### config.mk
export PLATFORM = sky130hd
export DESIGN_NAME = pcm_stream_top
export DESIGN_NICKNAME = d
export VERILOG_FILES = /design/src/verilog/pcm_types_pkg.sv /design/src/verilog/pcm_regs_pkg.sv /design/src/verilog/pcm_reg_port.sv /design/src/verilog/sample_fifo.sv /design/src/verilog/pcm_player.sv /design/src/verilog/pcm_stream_top.sv
export SDC_FILE = /design/constraint.sdc
export NUM_CORES = 1
export LEC_CHECK = 0
export BUFFER_PORTS_ARGS = -buffer_cell sky130_fd_sc_hd__clkbuf_2
export CAP_MARGIN = 20
export CORE_UTILIZATION = 45
export CTS_CLUSTER_DIAMETER = 40
export DETAILED_ROUTE_END_ITERATION = 8
export SYNTH_ARGS = -nofsm -noshare
export SYNTH_HDL_FRONTEND = slang
export SYNTH_SLANG_ARGS = --single-unit
### constraint.sdc
create_clock -name i_clk -period 8 [get_ports i_clk]
set_input_delay 2 -clock i_clk [delete_from_list [all_inputs] [get_ports i_clk]]
set_output_delay 2 -clock i_clk [all_outputs]
set_load 0.005 [all_outputs]
### src/verilog/pcm_types_pkg.sv
// data path types; samples are signed 16-bit mono, volume is 9-bit unsigned with 256 as unity
package pcm_types_pkg;

	// one signed PCM sample as it travels from the CPU port to the DAC
	typedef logic signed [15:0] pcm_sample_t;

	// gain in 1/256 steps; 0 mutes, 511 is just under 2x
	typedef logic [8:0] pcm_volume_t;

	localparam pcm_volume_t VOL_UNITY = 9'd256;    // gain of 1.0, reset value

	// single FIFO write, valid for one cycle
	typedef struct packed {
		logic        valid;                        // write strobe
		pcm_sample_t sample;                       // value to store
	} pcm_push_t;

	// one sample toward the DAC
	typedef struct packed {
		logic        strobe;                       // high for one cycle per sample
		pcm_sample_t sample;                       // scaled, held between strobes
	} pcm_audio_t;

endpackage

### src/verilog/pcm_regs_pkg.sv
// CPU register map and player FSM encoding; write-only port, address 3 is ignored
package pcm_regs_pkg;

	// 2-bit register addresses seen on the CPU port
	typedef enum logic [1:0] {
		REG_SAMPLE = 2'd0,                         // push one sample into the FIFO
		REG_VOLUME = 2'd1,                         // low 9 bits are the gain
		REG_CTRL   = 2'd2                          // play enable and overflow clear
	} pcm_reg_e;

	// bit positions inside a REG_CTRL write
	localparam int CTRL_PLAY_BIT    = 0;           // 1 = playback enabled
	localparam int CTRL_CLR_OVF_BIT = 1;           // write 1 to clear overflow

	// playback FSM states
	typedef enum logic [1:0] {
		PLAY_IDLE    = 2'd0,                       // play disabled, output muted
		PLAY_PREFILL = 2'd1,                       // waiting for enough buffered samples
		PLAY_RUN     = 2'd2                        // one pop per sample tick
	} player_state_e;

endpackage

### src/verilog/pcm_reg_port.sv
// write-only CPU port; sample pushes are combinational and not held, so a push into a full FIFO is lost
`timescale 1ns/1ps

module pcm_reg_port (
	input  logic                        i_clk,
	input  logic                        i_rst,
	input  logic                        i_ce,
	input  logic                        i_cpu_we,
	input  pcm_regs_pkg::pcm_reg_e      i_cpu_addr,
	input  logic [15:0]                 i_cpu_wdata,
	input  logic                        i_full,
	output pcm_types_pkg::pcm_push_t    o_push,
	output pcm_types_pkg::pcm_volume_t  o_volume,
	output logic                        o_play_en,
	output logic                        o_overflow
);

	logic wr_en;
	logic wr_sample;
	logic wr_ctrl;
	logic ovf_set;
	logic ovf_clr;

	assign wr_en     = i_ce & i_cpu_we;                                      // strobes on ce-low cycles are lost
	assign wr_sample = wr_en & (i_cpu_addr == pcm_regs_pkg::REG_SAMPLE);
	assign wr_ctrl   = wr_en & (i_cpu_addr == pcm_regs_pkg::REG_CTRL);

	// push goes straight to the FIFO in the write cycle
	assign o_push.valid  = wr_sample;
	assign o_push.sample = pcm_types_pkg::pcm_sample_t'(i_cpu_wdata);

	assign ovf_set = wr_sample & i_full;                                     // FIFO drops this one
	assign ovf_clr = wr_ctrl & i_cpu_wdata[pcm_regs_pkg::CTRL_CLR_OVF_BIT];

	always_ff @(posedge i_clk) begin
		if (i_rst) begin
			o_volume  <= pcm_types_pkg::VOL_UNITY;
			o_play_en <= 1'b0;
		end else if (wr_en) begin
			case (i_cpu_addr)
				pcm_regs_pkg::REG_VOLUME: begin
					o_volume <= i_cpu_wdata[$bits(pcm_types_pkg::pcm_volume_t)-1:0];
				end
				pcm_regs_pkg::REG_CTRL: begin
					o_play_en <= i_cpu_wdata[pcm_regs_pkg::CTRL_PLAY_BIT];
				end
				default: begin
					// samples handled above, address 3 reserved
				end
			endcase
		end
	end

	// sticky overflow, a new drop beats a clear in the same cycle
	always_ff @(posedge i_clk) begin
		if (i_rst)
			o_overflow <= 1'b0;
		else if (ovf_set)
			o_overflow <= 1'b1;
		else if (ovf_clr)
			o_overflow <= 1'b0;
	end

	a_push_needs_ce: assert property (@(posedge i_clk) disable iff (i_rst)
		!i_ce |-> !o_push.valid)
		else $error("push issued while clock enable is low");

endmodule

### src/verilog/sample_fifo.sv
// single clock FIFO with ce; holds 2**DEPTH_WIDTH samples, o_level counts RAM entries only (max 2**DEPTH_WIDTH-1)
`timescale 1ns/1ps

module sample_fifo #(
	parameter int DEPTH_WIDTH = 5
) (
	input  logic                        i_clk,
	input  logic                        i_rst,
	input  logic                        i_ena,
	input  pcm_types_pkg::pcm_push_t    i_push,
	input  logic                        i_r_taken,
	output pcm_types_pkg::pcm_sample_t  o_r_data,
	output logic [DEPTH_WIDTH:0]        o_level,
	output logic                        o_w_full,
	output logic                        o_r_valid
);

	localparam int DEPTH = 2 ** DEPTH_WIDTH;
	localparam logic [DEPTH_WIDTH:0] C_MAX = (DEPTH_WIDTH+1)'(DEPTH - 1);
	localparam logic [DEPTH_WIDTH:0] C_ONE = (DEPTH_WIDTH+1)'(1);
	localparam logic [DEPTH_WIDTH-1:0] C_PTR_INC = DEPTH_WIDTH'(1);

	pcm_types_pkg::pcm_sample_t mem [DEPTH];

	logic [DEPTH_WIDTH-1:0] wr_ptr;
	logic [DEPTH_WIDTH-1:0] rd_ptr;
	logic [DEPTH_WIDTH-1:0] ram_raddr;             // registered read address, points at presented sample
	logic [DEPTH_WIDTH:0]   level_q;
	logic                   full_q;
	logic                   empty_q;
	logic                   fetch_q;               // read address loaded
	logic                   out_valid_q;           // one cycle behind fetch_q
	logic                   w_ena;
	logic                   r_ena;
	logic                   w_ena_g;
	logic                   r_ena_g;
	logic                   near_full;
	logic                   near_empty;

	assign w_ena   = i_push.valid & ~full_q;
	assign r_ena   = (i_r_taken | ~fetch_q) & ~empty_q;  // prefetch whenever output slot frees up
	assign w_ena_g = i_ena & w_ena;
	assign r_ena_g = i_ena & r_ena;

	// look-ahead compares feed the registered flags
	assign near_full  = (level_q == C_MAX - C_ONE);
	assign near_empty = (level_q == C_ONE);

	always_ff @(posedge i_clk) begin
		if (w_ena_g)
			mem[wr_ptr] <= i_push.sample;
		if (r_ena_g)
			ram_raddr <= rd_ptr;
	end

	assign o_r_data = mem[ram_raddr];

	always_ff @(posedge i_clk) begin
		if (i_rst) begin
			wr_ptr  <= '0;
			rd_ptr  <= '0;
			level_q <= '0;
			full_q  <= 1'b0;
			empty_q <= 1'b1;
		end else if (i_ena) begin
			if (w_ena)
				wr_ptr <= wr_ptr + C_PTR_INC;
			if (r_ena)
				rd_ptr <= rd_ptr + C_PTR_INC;
			case ({w_ena, r_ena})
				2'b10: begin
					level_q <= level_q + C_ONE;
					empty_q <= 1'b0;
					if (near_full)
						full_q <= 1'b1;
				end
				2'b01: begin
					level_q <= level_q - C_ONE;
					full_q  <= 1'b0;
					if (near_empty)
						empty_q <= 1'b1;
				end
				default: begin
					// write and read together leave the level alone
				end
			endcase
		end
	end

	// two-stage valid; stage 2 drops at once when the last sample is taken
	always_ff @(posedge i_clk) begin
		if (i_rst) begin
			fetch_q     <= 1'b0;
			out_valid_q <= 1'b0;
		end else if (i_ena) begin
			if (r_ena)
				fetch_q <= 1'b1;
			else if (i_r_taken)
				fetch_q <= 1'b0;
			out_valid_q <= fetch_q & ~(i_r_taken & ~r_ena);
		end
	end

	assign o_w_full  = full_q;
	assign o_r_valid = out_valid_q;
	assign o_level   = level_q;

	a_level_max: assert property (@(posedge i_clk) disable iff (i_rst)
		o_level <= C_MAX)
		else $error("FIFO level above RAM capacity");

	a_taken_valid: assert property (@(posedge i_clk) disable iff (i_rst)
		i_r_taken |-> o_r_valid)
		else $error("sample taken while output not valid");

	if (DEPTH_WIDTH < 1) begin : g_depth_check
		$error("sample_fifo: DEPTH_WIDTH must be at least 1");
	end

endmodule

### src/verilog/pcm_player.sv
// tick-paced playback; tick is a one-cycle strobe, PREFILL_LEVEL must be at most 2**DEPTH_WIDTH-1
`timescale 1ns/1ps

module pcm_player #(
	parameter int DEPTH_WIDTH   = 5,
	parameter int PREFILL_LEVEL = 8
) (
	input  logic                        i_clk,
	input  logic                        i_rst,
	input  logic                        i_ce,
	input  logic                        i_sample_tick,
	input  logic                        i_play_en,
	input  pcm_types_pkg::pcm_volume_t  i_volume,
	input  pcm_types_pkg::pcm_sample_t  i_r_data,
	input  logic                        i_r_valid,
	input  logic [DEPTH_WIDTH:0]        i_level,
	output logic                        o_r_taken,
	output pcm_types_pkg::pcm_audio_t   o_audio,
	output logic                        o_underrun
);

	localparam logic [DEPTH_WIDTH:0] C_PREFILL = (DEPTH_WIDTH+1)'(PREFILL_LEVEL);
	localparam logic signed [17:0]   C_SAT_MAX = 18'sd32767;
	localparam logic signed [17:0]   C_SAT_MIN = -18'sd32768;

	pcm_regs_pkg::player_state_e state_q;
	pcm_regs_pkg::player_state_e state_d;

	logic                       run_tick;
	logic                       take;
	logic                       starve;
	logic                       filled;
	logic signed [25:0]         product;
	logic signed [17:0]         scaled;
	pcm_types_pkg::pcm_sample_t sat_sample;

	assign run_tick  = i_ce & i_sample_tick & i_play_en & (state_q == pcm_regs_pkg::PLAY_RUN);
	assign take      = run_tick & i_r_valid;
	assign starve    = run_tick & ~i_r_valid;       // buffer ran dry
	assign filled    = (i_level >= C_PREFILL);
	assign o_r_taken = take;

	always_comb begin
		state_d = state_q;
		if (!i_play_en) begin
			state_d = pcm_regs_pkg::PLAY_IDLE;
		end else begin
			case (state_q)
				pcm_regs_pkg::PLAY_IDLE:    state_d = pcm_regs_pkg::PLAY_PREFILL;
				pcm_regs_pkg::PLAY_PREFILL: if (filled) state_d = pcm_regs_pkg::PLAY_RUN;
				pcm_regs_pkg::PLAY_RUN:     if (starve) state_d = pcm_regs_pkg::PLAY_PREFILL;
				default:                    state_d = pcm_regs_pkg::PLAY_IDLE;
			endcase
		end
	end

	// gain in 1/256 steps, arithmetic shift rounds toward minus infinity
	assign product = 26'(i_r_data) * 26'($signed({1'b0, i_volume}));
	assign scaled  = product[25:8];

	always_comb begin
		if (scaled > C_SAT_MAX)
			sat_sample = 16'sh7fff;
		else if (scaled < C_SAT_MIN)
			sat_sample = 16'sh8000;
		else
			sat_sample = scaled[15:0];
	end

	always_ff @(posedge i_clk) begin
		if (i_rst) begin
			state_q    <= pcm_regs_pkg::PLAY_IDLE;
			o_audio    <= '0;
			o_underrun <= 1'b0;
		end else begin
			o_audio.strobe <= take;                 // one cycle after the tick
			o_underrun     <= starve;
			if (i_ce) begin
				state_q <= state_d;
				if (state_q == pcm_regs_pkg::PLAY_IDLE)
					o_audio.sample <= '0;           // muted while stopped
				else if (take)
					o_audio.sample <= sat_sample;   // underrun keeps the last value
			end
		end
	end

	a_strobe_xor_underrun: assert property (@(posedge i_clk) disable iff (i_rst)
		!(o_audio.strobe && o_underrun))
		else $error("strobe and underrun in the same cycle");

	a_take_in_run: assert property (@(posedge i_clk) disable iff (i_rst)
		o_r_taken |-> (state_q == pcm_regs_pkg::PLAY_RUN))
		else $error("FIFO popped outside PLAY_RUN");

	if (PREFILL_LEVEL > (2 ** DEPTH_WIDTH) - 1) begin : g_prefill_check
		$error("pcm_player: PREFILL_LEVEL exceeds the FIFO level range");
	end

endmodule

### src/verilog/pcm_stream_top.sv
// PCM sample path from CPU writes to DAC strobes; single clock i_clk with enable i_ce, mono only
`timescale 1ns/1ps

module pcm_stream_top #(
	parameter int DEPTH_WIDTH   = 5,
	parameter int PREFILL_LEVEL = 8
) (
	input  logic                        i_clk,
	input  logic                        i_rst,
	input  logic                        i_ce,
	input  logic                        i_cpu_we,
	input  pcm_regs_pkg::pcm_reg_e      i_cpu_addr,
	input  logic [15:0]                 i_cpu_wdata,
	input  logic                        i_sample_tick,
	output pcm_types_pkg::pcm_audio_t   o_audio,
	output logic [DEPTH_WIDTH:0]        o_level,
	output logic                        o_full,
	output logic                        o_overflow,
	output logic                        o_underrun
);

	pcm_types_pkg::pcm_push_t   push;
	pcm_types_pkg::pcm_volume_t volume;
	pcm_types_pkg::pcm_sample_t r_data;
	logic                       play_en;
	logic                       r_valid;
	logic                       r_taken;

	pcm_reg_port u_reg_port (
		.i_clk       (i_clk),
		.i_rst       (i_rst),
		.i_ce        (i_ce),
		.i_cpu_we    (i_cpu_we),
		.i_cpu_addr  (i_cpu_addr),
		.i_cpu_wdata (i_cpu_wdata),
		.i_full      (o_full),
		.o_push      (push),
		.o_volume    (volume),
		.o_play_en   (play_en),
		.o_overflow  (o_overflow)
	);

	sample_fifo #(
		.DEPTH_WIDTH (DEPTH_WIDTH)
	) u_fifo (
		.i_clk     (i_clk),
		.i_rst     (i_rst),
		.i_ena     (i_ce),
		.i_push    (push),
		.i_r_taken (r_taken),
		.o_r_data  (r_data),
		.o_level   (o_level),
		.o_w_full  (o_full),
		.o_r_valid (r_valid)
	);

	pcm_player #(
		.DEPTH_WIDTH   (DEPTH_WIDTH),
		.PREFILL_LEVEL (PREFILL_LEVEL)
	) u_player (
		.i_clk         (i_clk),
		.i_rst         (i_rst),
		.i_ce          (i_ce),
		.i_sample_tick (i_sample_tick),
		.i_play_en     (play_en),
		.i_volume      (volume),
		.i_r_data      (r_data),
		.i_r_valid     (r_valid),
		.i_level       (o_level),
		.o_r_taken     (r_taken),
		.o_audio       (o_audio),
		.o_underrun    (o_underrun)
	);

endmodule

## Word-level counts from Yosys, hierarchy flattened

Memories as Yosys holds them, arrays and structs flattened. A register that Yosys moved wholly into a read port is not among the register bits.
Cells that the tools add are included.
Widths: inputs -> output; s select.

- Div/mod/pow operators: 0
- Eq/ne operators: 12
- Mux-type cells: 20
- Shift operators: 0
- Bitwise gates (word level): 23
- Add/subtract/negate cells: 4
- $lt $le $gt $ge: 3
- Reductions and logical operators: 16
- Multipliers: 1

Operators with widths:

| operator | number |
|---|---|
| $mux 16 | 4 |
| $mul 16x10->26 | 1 |
| $gt 18x16->1 const B | 1 |
| $lt 18x16->1 const B | 1 |
| $and 1x1->1 | 16 |
| $reduce_and 2->1 | 7 |
| $pmux 6 s2 | 1 |
| $add 5x1->5 const B | 2 |
| $reduce_and 3->1 | 3 |
| $mux 1 | 8 |
| $reduce_bool 2->1 | 4 |
| $add 6x1->6 const B | 1 |
| $eq 2x1->1 const B | 3 |
| $eq 2x2->1 const B | 3 |
| $eq 6x1->1 const B | 1 |
| $eq 6x5->1 const B | 1 |
| $ge 6x4->1 const B | 1 |
| $mux 2 | 3 |
| $ne 3x2->1 const B | 2 |
| $not 1->1 | 6 |
| $pmux 2 s3 | 1 |
| $sub 6x1->6 const B | 1 |
| $mux 5 | 1 |
| $logic_not 2->1 | 2 |
| other kinds (3) | 5 |

- Word-level logic and storage cells: 95
- Memories kept: 1
- Input port bits: 23
- Memory bits (writable): 512
- Output and inout port bits: 26
- Memory bits (read-only): 0
- Bits in latches: 0
- Register bits after elaboration: 56

Memory list:

| name | words | width | rd ports | clocked after memory_dff | write ports | RTL line | text |
|---|---|---|---|---|---|---|---|
| u_fifo.mem | 32 | 16 | 1 | 1 | 1 | sample_fifo.sv:23 | `pcm_types_pkg::pcm_sample_t mem [DEPTH];` |

## Depth between registers and ports, before layout

Gate-level depths: netlist of run 1.

- Word-level depth: 10
- Depth in mapped cells: 32
- Mapped depth without buffers: 25

## Modules after synthesis

Synthesis of run 1 repeated with hierarchy kept, for this count alone.

- Cells, all modules: 1997
- Area, all modules: 27800.4 um^2

By module, submodules not included:

| module | area each (um^2) | times used | seq. area each (um^2) | cells each |
|---|---|---|---|---|
| sample_fifo | 21355.5 | 1 | 16025.4 | 1268 |
| pcm_player | 5890.6 | 1 | 400.4 | 662 |
| pcm_reg_port | 554.3 | 1 | 220.2 | 67 |

## Worst setup path before layout of run 1

No wires, ideal clock.

- Kind: flip-flop to flip-flop
- Start point: reg (tool-made name)
- End point: reg u_player.o_audio[10] (netlist name)
- Required time: 7870 ps
- Cell stages (with the launch flop): 30
- Period minus slack after synthesis: 8261 ps
- Setup slack: -261 ps
- Arrival: 8131 ps
- Buffers on the path: 7
- Setup time: 130 ps
- Cell sequence: dfxtp_1 buf_6 buf_8 buf_2 buf_1 buf_1 mux4_2 mux4_2 mux2i_1 nor2b_1 fa_1 fa_1 fa_1 fa_1 inv_1 fa_1 inv_1 ha_1 clkbuf_1 a21o_1 o21bai_1 a221o_1 a21oi_1 o21ai_0 a41oi_2 xnor2_1 o21ai_1 buf_2 a22oi_1 o22ai_1

==> metrics list, run 1 <==
- Static timing analysis puts the maximum clock frequency at 131 MHz.
- By area, the combinational part of the netlist is dominated by multiplexers.
* Layout-stage area growth over the synthesis result: 16.7%
* Data required time of the worst path: approximately 8.5 ns
- In the synthesized netlist the async set-or-reset flop fraction comes to 0%.
- Total number of vias: approximately 15,000
* Clock tree buffer depth: 3
- The worst pin sits at a relative slew slack of between 20 and 30%.
- The H-tree was split into 3 levels.
- Summing the areas of all compound-gate instances in the mapped netlist gives under 10% of the synthesized area.
* Top cell types by occurrence after synthesis: edfxtp_1 (517), inv_1 (178), mux4_2 (156)
* Worst setup slack after layout: between 0.3 and 0.4 ns
- Multiplexer cells account for 13.8% of the synthesized area.
- The number of antenna violations at the first check in global routing is 1.
* Vias per inst: 5.59
- Input and output buffers added on the ports amount to 48.
* Width of the die: 250 microns
- In the synthesized netlist the dominant register cell turns out to be edfxtp_1.
- Core region area: 60,600 sq um
- For this run, the detailed router's first-pass iteration total came to 5.
- Leak Pwr: 11.7 nW
- Clock Tree Root: clkbuf_16
- The worst hold path belongs to the class flop to flop.
- OpenSTA, run right after detailed placement, puts the worst setup slack at between 0.1 and 0.15 ns.
* Status: completed
- Counting the buffers created by CTS gives just over 80.
* Slew at the pin closest to its max-slew limit: roughly 1.1 ns
- Max IR drop VDD: 193 uV
- Height of the chip: ~250 microns
* Sequential share of power: approximately 44%
* Max-capacitance violation count: 0
- Placed Cells: 2,553
* Cell type with the largest total area after synthesis: edfxtp_1
* Endpoint class of the critical path: flop
- In this run, distinct cell masters in the synthesized netlist total 58.
* First-pass GRT wire length: just under 100,000 microns
- Setup repair after global routing left no endpoint under its margin.
- For this run, the number of standard cells in the final layout without fillers is ~2,700.
* Sequential area share after synthesis: between 60% and 70%
- For the final database, setup skew stands at approximately 0.044 ns.
- Of the total synthesized cell area, the portion taken by full adders, half adders and majority gates is a little under an eighth.
- After routing the design area is roughly 32,000 sq um.
- For the final routed database, the setup TNS stands at 0 ns.
- Startpoint kind of the worst setup timing path: flop
* Number of DRC violations after detailed routing: 0
- Data on the critical path arrives at its endpoint at just over 8 ns.
* Synthesis-stage register bit count: approximately 570
- Antenna-violating nets left: 0
* I/O pin count: between 40 and 50
- Effective utilization at floorplan: 45.7%
* Placed Area: 29,300 sq um
* Slowest library cell on the worst path: mux4_2
- Ranking of synthesized cells by area: edfxtp_1 (56%), mux4_2 (13%), fa_1 (8.8%)
* Switching portion of total power: 22.7%
- Synthesis produced a netlist whose cell count is approximately 1,700.
- Via count of the first global-routing pass: about 16,000
- Final-report setup violation count: 0
* Fraction of power consumed by combinational cells: approximately 5.1%
* Fraction of layout cells with a size suffix above 1: around a quarter
- Latest clock arrival within the worst-skew pair: ~0.61 ns
- Clock-pin slew was measured on the worst setup and hold paths at 0.05 ns.
* YS warnings: 0
- Post-Route WL: ~63,000 microns
- Largest net degree at the start of global routing: 63
- Total Die Area: 62,500 sq um
* Violation count after the first detailed-route iteration: about 1,000
- Clk network pwr share: 50.6%
- Hold-fix buffers at CTS: 0
- In the finished design, the share of the clock period the worst path needs comes to a little over nine tenths.
- Summing the areas of all xor and xnor instances in the mapped netlist gives under 10% of the synthesized area.
- Worst Setup Path Type: flop to flop
* Inserted Diodes: 0
- P_sw: ~0.0017 W
* Overflow left after global routing: 0
- Slowest cell delay on critical path: about 0.57 ns
- Once the clock tree was built, the setup fixing pass inserted 0 buffers.
* # rows: 90
* EDFF count, synth: ~520
* Summed instance area of the synthesized netlist: 27,700 sq um
- TritonCTS built the clock tree.
* Final critical path time including I/O delays and setup: 7.61 ns
- Placer congestion estimate: a little under 0.9
* Max-slew violations: 0
- Most frequent cell after synthesis: edfxtp_1
- HPWL after detailed placement: 39,500 microns
- Number of hold violations in the final report: 0
- Net count after synthesis: between 1,500 and 2,000
- Total number of nets in the final design: a little over 2,000
* Sink Count: between 500 and 600
- Worst-path fanout max: 26
* PD cells: around 230 nW/um^2
* Total routing resource utilization after global routing: 20.8%
- WL per Instance: roughly 23 microns
- Cell internal power was estimated by the tool at between 0.005 and 0.006 W.
- Synth top area share: a little under three fifths
- Simple-gate share of the synthesized area: about 6.3%
- After synthesis, the mean cell area works out to ~16 sq um.
- Once the clock tree was built, the resizer swapped 0 gates to a different size.
## worst paths after layout
kind,startpoint,to,slack [ns],cells after the start
max reg2reg,flop,u_player.o_audio[9],0.39,29
max,flop,u_player.o_audio[9],0.39,29
min reg2reg,u_fifo.ram_raddr[4],flop,0.44,2
min,u_fifo.ram_raddr[4],flop,0.44,2
## power by group through the flow
stage	logic [W]	clock network [W]	registers, W
finish	0.000374	0.00373	0.00327
global route	0.000418	0.00392	0.00327
CTS	0.000373	0.00379	0.00327
detailed placement	0.000371	0	0.00334
global placement	0.000364	0	0.00333
floorplan	0.000238	0	0.00333
## cell type report
| class | count | area, sq um |
|---|---|---|
| clock buffers | 92 | 2130 |
| clock inverters | 60 | 786 |
| fillers | 4873 | 28300 |
| inverters | 178 | 668 |
| multi-input cells | 906 | 10200 |
| flip-flops and latches | 573 | 16700 |
| well taps | 782 | 978 |
| repair buffers | 115 | 875 |
## critical path, delay by kind of cell (launching register included)
| family | cells | cell delay (ns) |
|---|---|---|
| fa+ha+maj | 6 | 2.45 |
| compound gates | 9 | 1.94 |
| mux | 3 | 1.32 |
| buf+inv | 9 | 1.09 |
| simple gates | 2 | 0.28 |
| flops | 1 | 0.38 |
## sequential cells by signal, summed over array words and instances (netlist names), named ones only
name                   cells
u_fifo.rd_ptr              5
u_reg_port.o_overflow      1
u_fifo.o_level             6
u_reg_port.o_volume        9
u_fifo.fetch_q             1
u_reg_port.o_play_en       1
u_player.o_audio          17
u_player.o_underrun        1
u_fifo.o_r_valid           1
u_fifo.mem               512
u_fifo.wr_ptr              5
u_player.state_q           2
u_fifo.o_w_full            1
u_fifo.ram_raddr           5
u_fifo.empty_q             1
## layout by cell type (no fill, tap or decap), types with 14 or more instances in the layout
cell type	synthesis	layout
clkbuf_16	0	83
mux4_2	156	156
xnor2_1	22	21
o21ai_0	21	21
inv_1	178	178
buf_4	1	57
xor2_1	14	14
dfxtp_1	56	52
ha_1	67	67
clkbuf_2	0	48
and2_1	36	36
nor2_2	0	32
nor2_1	68	35
nand2b_1	25	25
edfxtp_1	517	517
a21oi_1	54	54
fa_1	121	120
nand2_1	133	133
nor2b_1	39	39
## layer usage
layer | vias to the layer above | GRT usage [%] | wire [microns]
li1 | 6665 | - | -
met4 | 0 | 5.75 | 1250
met1 | 7962 | 27.9 | 26700
met2 | 397 | 35.9 | 32200
met3 | 90 | 2.71 | 2770
met5 | - | 0 | 0
## logic make-up (layout without fill, tap and decap cells)
group / after synthesis / count (layout)
AO/OA/AOI/OAI: 147 / 147
multiplexers: 178 / 178
flip-flops: 573 / 573
AND/OR/NAND/NOR: 357 / 357
buffers and inverters: 247 / 445
adder cells (fa/ha/maj): 188 / 188
XOR/XNOR: 36 / 36
## stage by stage
stage	util (%)	total power [W]	hold slack (ns)
2_1_floorplan	-	0.00357	0.415
3_3_place_gp	48.4	0.00370	0.427
4_1_cts	53.2	0.00744	0.440
6_report	53.3	0.00738	0.438
5_1_grt	53.3	0.00761	0.458
3_5_place_dp	48.4	0.00371	0.428
No activity file was read; power rests on OpenSTA's default activity.
==> run 2, diff against run 1 <==
--- a/config.mk
+++ b/config.mk
@@ -7,9 +7,10 @@
 export LEC_CHECK = 0
 export BUFFER_PORTS_ARGS = -buffer_cell sky130_fd_sc_hd__clkbuf_2
 export CAP_MARGIN = 20
-export CORE_UTILIZATION = 45
+export CORE_UTILIZATION = 63
 export CTS_CLUSTER_DIAMETER = 40
 export DETAILED_ROUTE_END_ITERATION = 8
+export PLACE_DENSITY = 0.8
 export SYNTH_ARGS = -nofsm -noshare
 export SYNTH_HDL_FRONTEND = slang
 export SYNTH_SLANG_ARGS = --single-unit
==> constraint.sdc (replaced) <==
create_clock -name i_clk -period 7.75 [get_ports i_clk]
set_input_delay 1.9375 -clock i_clk [delete_from_list [all_inputs] [get_ports i_clk]]
set_output_delay 1.9375 -clock i_clk [all_outputs]
set_load 0.005 [all_outputs]
==> run 2 against run 1 <==
Effect of this change:
- worst setup slack lost 0.21 ns
- first-iteration DRC count is 73% higher
- clock power decreased by 11%
- wire length rose by 16%
- critical path depth shrank 4
- sequential power is 3% higher
- fmax up 0.59%
- register-to-register slack got worse by 0.21 ns
- non-clock buffer count increased by 13
- cell count is 7.8% lower
==> metrics list, run 2 (same netlist as run 1, synthesis figures left out) <==
* Data required time of the worst path: 8.25 ns (-0.25 ns)
- Most frequent standard cell in the layout excluding fill and tap cells: edfxtp_1
- Clock Tree Root: clkbuf_16
- The floorplan core area was 43,200 sq um (-29%).
- Final clock skew: 0.0416 ns (-0.00214 ns)
- TritonCTS clock tree: built
- The number of placement rows was 76 (-16%).
- The largest registers in the layout are u_fifo.mem (512), u_player.o_audio (17), u_reg_port.o_volume (9).
- STA classifies the critical path endpoint as a flop.
- The startpoint identified for the worst hold timing path is u_fifo.ram_raddr[1].
- The worst voltage drop across the vdd grid came to 215 uV (+11%).
* Clock tree buffer depth: 3 (unchanged)
- The total vias in the final route is 16,340 (+8.1%).
- Total number of nets in the final design: 2,067 (unchanged)
- The fraction of layout instances using a drive strength above 1 came to 23.6% (-1.1 points).
* Sink Count: 573 (unchanged)
* Post-Route WL: 73,000 microns (+16%)
- Total Die Area: 44,800 sq um (-28%)
- Worst reg-to-reg path cell count: 25 (-14%)
* Reg2Reg Capture Point: u_player.o_audio[9]
- Commonest non-fill, non-tap cells in the layout: edfxtp_1 (517), inv_1 (177), mux4_2 (156)
* Slowest cell delay on critical path: 0.58 ns (about the same)
- Final-report setup violation count: 0 (unchanged)
* Core utilization of the finished layout: 73.6% (+20 points)
- The register clock-pin slew on the reported worst setup and hold paths is 0.06 ns (about the same).
* Worst Setup Path Type: flop to flop
- The arrival time at the worst endpoint is 8.07 ns (-0.04 ns).
* Max-Slew Margin vs Limit: 40.5% (+14 points)
- The shortest period the worst path allows is 7.56 ns (-0.0448 ns).
* HPWL after detailed placement: 40,900 microns (+3.4%)
- The max-cap violation count was 0 (unchanged).
* First-pass detailed-route iteration total: 7 (+2)
- Number of flip-flops in the largest register: 512 (unchanged)
- The power density over the cells was 223 nW/um^2 (-2.3%).
- Among all stages on the critical path, the largest delay is contributed by fa_1.
- Ranked by flip-flop count, first place goes to u_fifo.mem.
* Via count of the first global-routing pass: 16,647 (+3.4%)
* Largest net degree at the start of global routing: 52 (-17%)
- The number of buffers inserted during clock tree synthesis is 69 (-16%).
- Violation count after the first detailed-route iteration: 1,786 (+73%)
- The number of antenna violations at the first check in global routing is 3 (+2).
- Total routing resource utilization after global routing: 32.2% (+11 points)
- Max-slew violations: 0 (unchanged)
* First-pass GRT wire length: 103,000 microns (+5.6%)
- Overflow left after global routing: 0 (unchanged)
- Width of the die: 212 microns (-15%)
* Final critical-path share of the clock period: 97.6% (+2.5 points)
- The highest attainable clock frequency was 132 MHz (+0.59%).
- The worst setup path is launched from a flop.
* Hold-fix buffers at CTS: 0 (unchanged)
* I/O pin count: 49 (unchanged)
* Worst slack at placement: 0.125 ns (+0.0109 ns)
- The level count of the clock H-tree came to 3 (unchanged).
- The path class of the tightest hold or removal check is flop to flop.
* WL per Instance: 29.2 microns (+26%)
- The final instance area was 31,800 sq um (-1.6%).
* Antenna-violating nets left: 0 (unchanged)
* Reg-to-reg slack, setup: 0.19 ns (-0.21 ns)
* I/O Buffers: 48 (unchanged)
- The initial cell density of the core was 64.1% (+18 points).
* Number of hold violations in the final report: 0 (unchanged)
- Worst-path fanout max: 11 (-58%)
* Vias per inst: 6.55 (+17%)
- The clock latency at the later pin of the worst-skew pair came to 0.62 ns (about the same).
* Layout-stage area growth over the synthesis result: 14.8%
- The count of fill cells added during filler insertion was 2,523 (-48%).
- Leak Pwr: 11.6 nW (-0.99%)
* Height of the chip: 212 microns (-15%)
* Worst setup slack after layout: 0.185 ns (-0.205 ns)
- In this design, the critical path's most frequently occurring cell is fa_1.
- Hold Path Depth: 2 (unchanged)
* Number of DRC violations after detailed routing: 0 (unchanged)
* Status: completed
* Slew at the pin closest to its max-slew limit: 0.889 ns (-0.208 ns)
* Placer congestion estimate: 0.912 (+3.7%)
* Placed Area: 29,000 sq um (-0.96%)
[run 2: final cells by class]
class / instances / area [sq um] / area share, %
sequential: 573 / 16700 / 52.4
antenna: 2 / 5.00 / 0.0157
timing repair buffer: 128 / 1150 / 3.63
inverter: 178 / 668 / 2.10
clock inverter: 38 / 482 / 1.52
clock buffer: 86 / 1880 / 5.90
multi-input combinational: 906 / 10200 / 32.1
tap: 585 / 732 / 2.30
[run 2: report_power, final]
part | switching [W] | internal [W] | leakage, nW
Sequential | 0.0000104 | 0.00337 | 5.10
Combinational | 0.000250 | 0.000144 | 5.36
Clock | 0.00133 | 0.00199 | 1.14
[run 2: metal layers]
layer | wire length [microns] | vias to the layer above | part of all wire, % | global-route usage [%]
met1 | 25300 | 8296 | 35 | 41.2
met5 | 13 | - | 0.018 | 0
met3 | 6960 | 260 | 9.5 | 6.04
met2 | 37000 | 1136 | 51 | 54.0
li1 | - | 6646 | - | -
met4 | 3650 | 2 | 5.0 | 14.5
[run 2: worst max path at each step]
stage	from	end	slack, ns
after floorplan	flop	u_player.o_audio[10]	0.01
after global placement	flop	u_player.o_audio[7]	0.23
after detailed placement	flop	u_player.o_audio[9]	0.13
after CTS	flop	u_player.o_audio[13]	0.07
after global routing	flop	u_player.o_audio[1]	-0.06
final	flop	u_player.o_audio[9]	0.19
[run 2: timing repair]
| action | in CTS | in global routing |
|---|---|---|
| setup endpoints to repair | 1 | 15 |
| buffers inserted | 0 | 11 |
| pin swaps | 0 | 2 |
| gates resized for setup | 1 | 20 |
| endpoints found under the hold margin | 0 | 0 |
| cloned | 0 | 5 |
[run 2: stage by stage]
stage	TNS (ns)	instances	hold slack (ns)	power, W
floorplan	0	1726	0.415	0.00368
global placement	0	2347	0.424	0.00381
detailed placement	0	2350	0.434	0.00382
CTS	0	2474	0.445	0.00709
global route	-0.435	2495	0.456	0.00728
finish	0	2496	0.439	0.00710
[run 2: worst max-delay path: cells and delay by family (launching register included)]
kind | cells | cell delay, ns
and+or+nand+nor | 3 | 0.42
DFF | 1 | 0.51
adders and majority gates | 6 | 2.78
AOI/OAI and AO/OA | 6 | 1.38
buffers and inverters | 6 | 0.80
xor gates and xnor gates | 1 | 0.13
muxes | 3 | 1.41
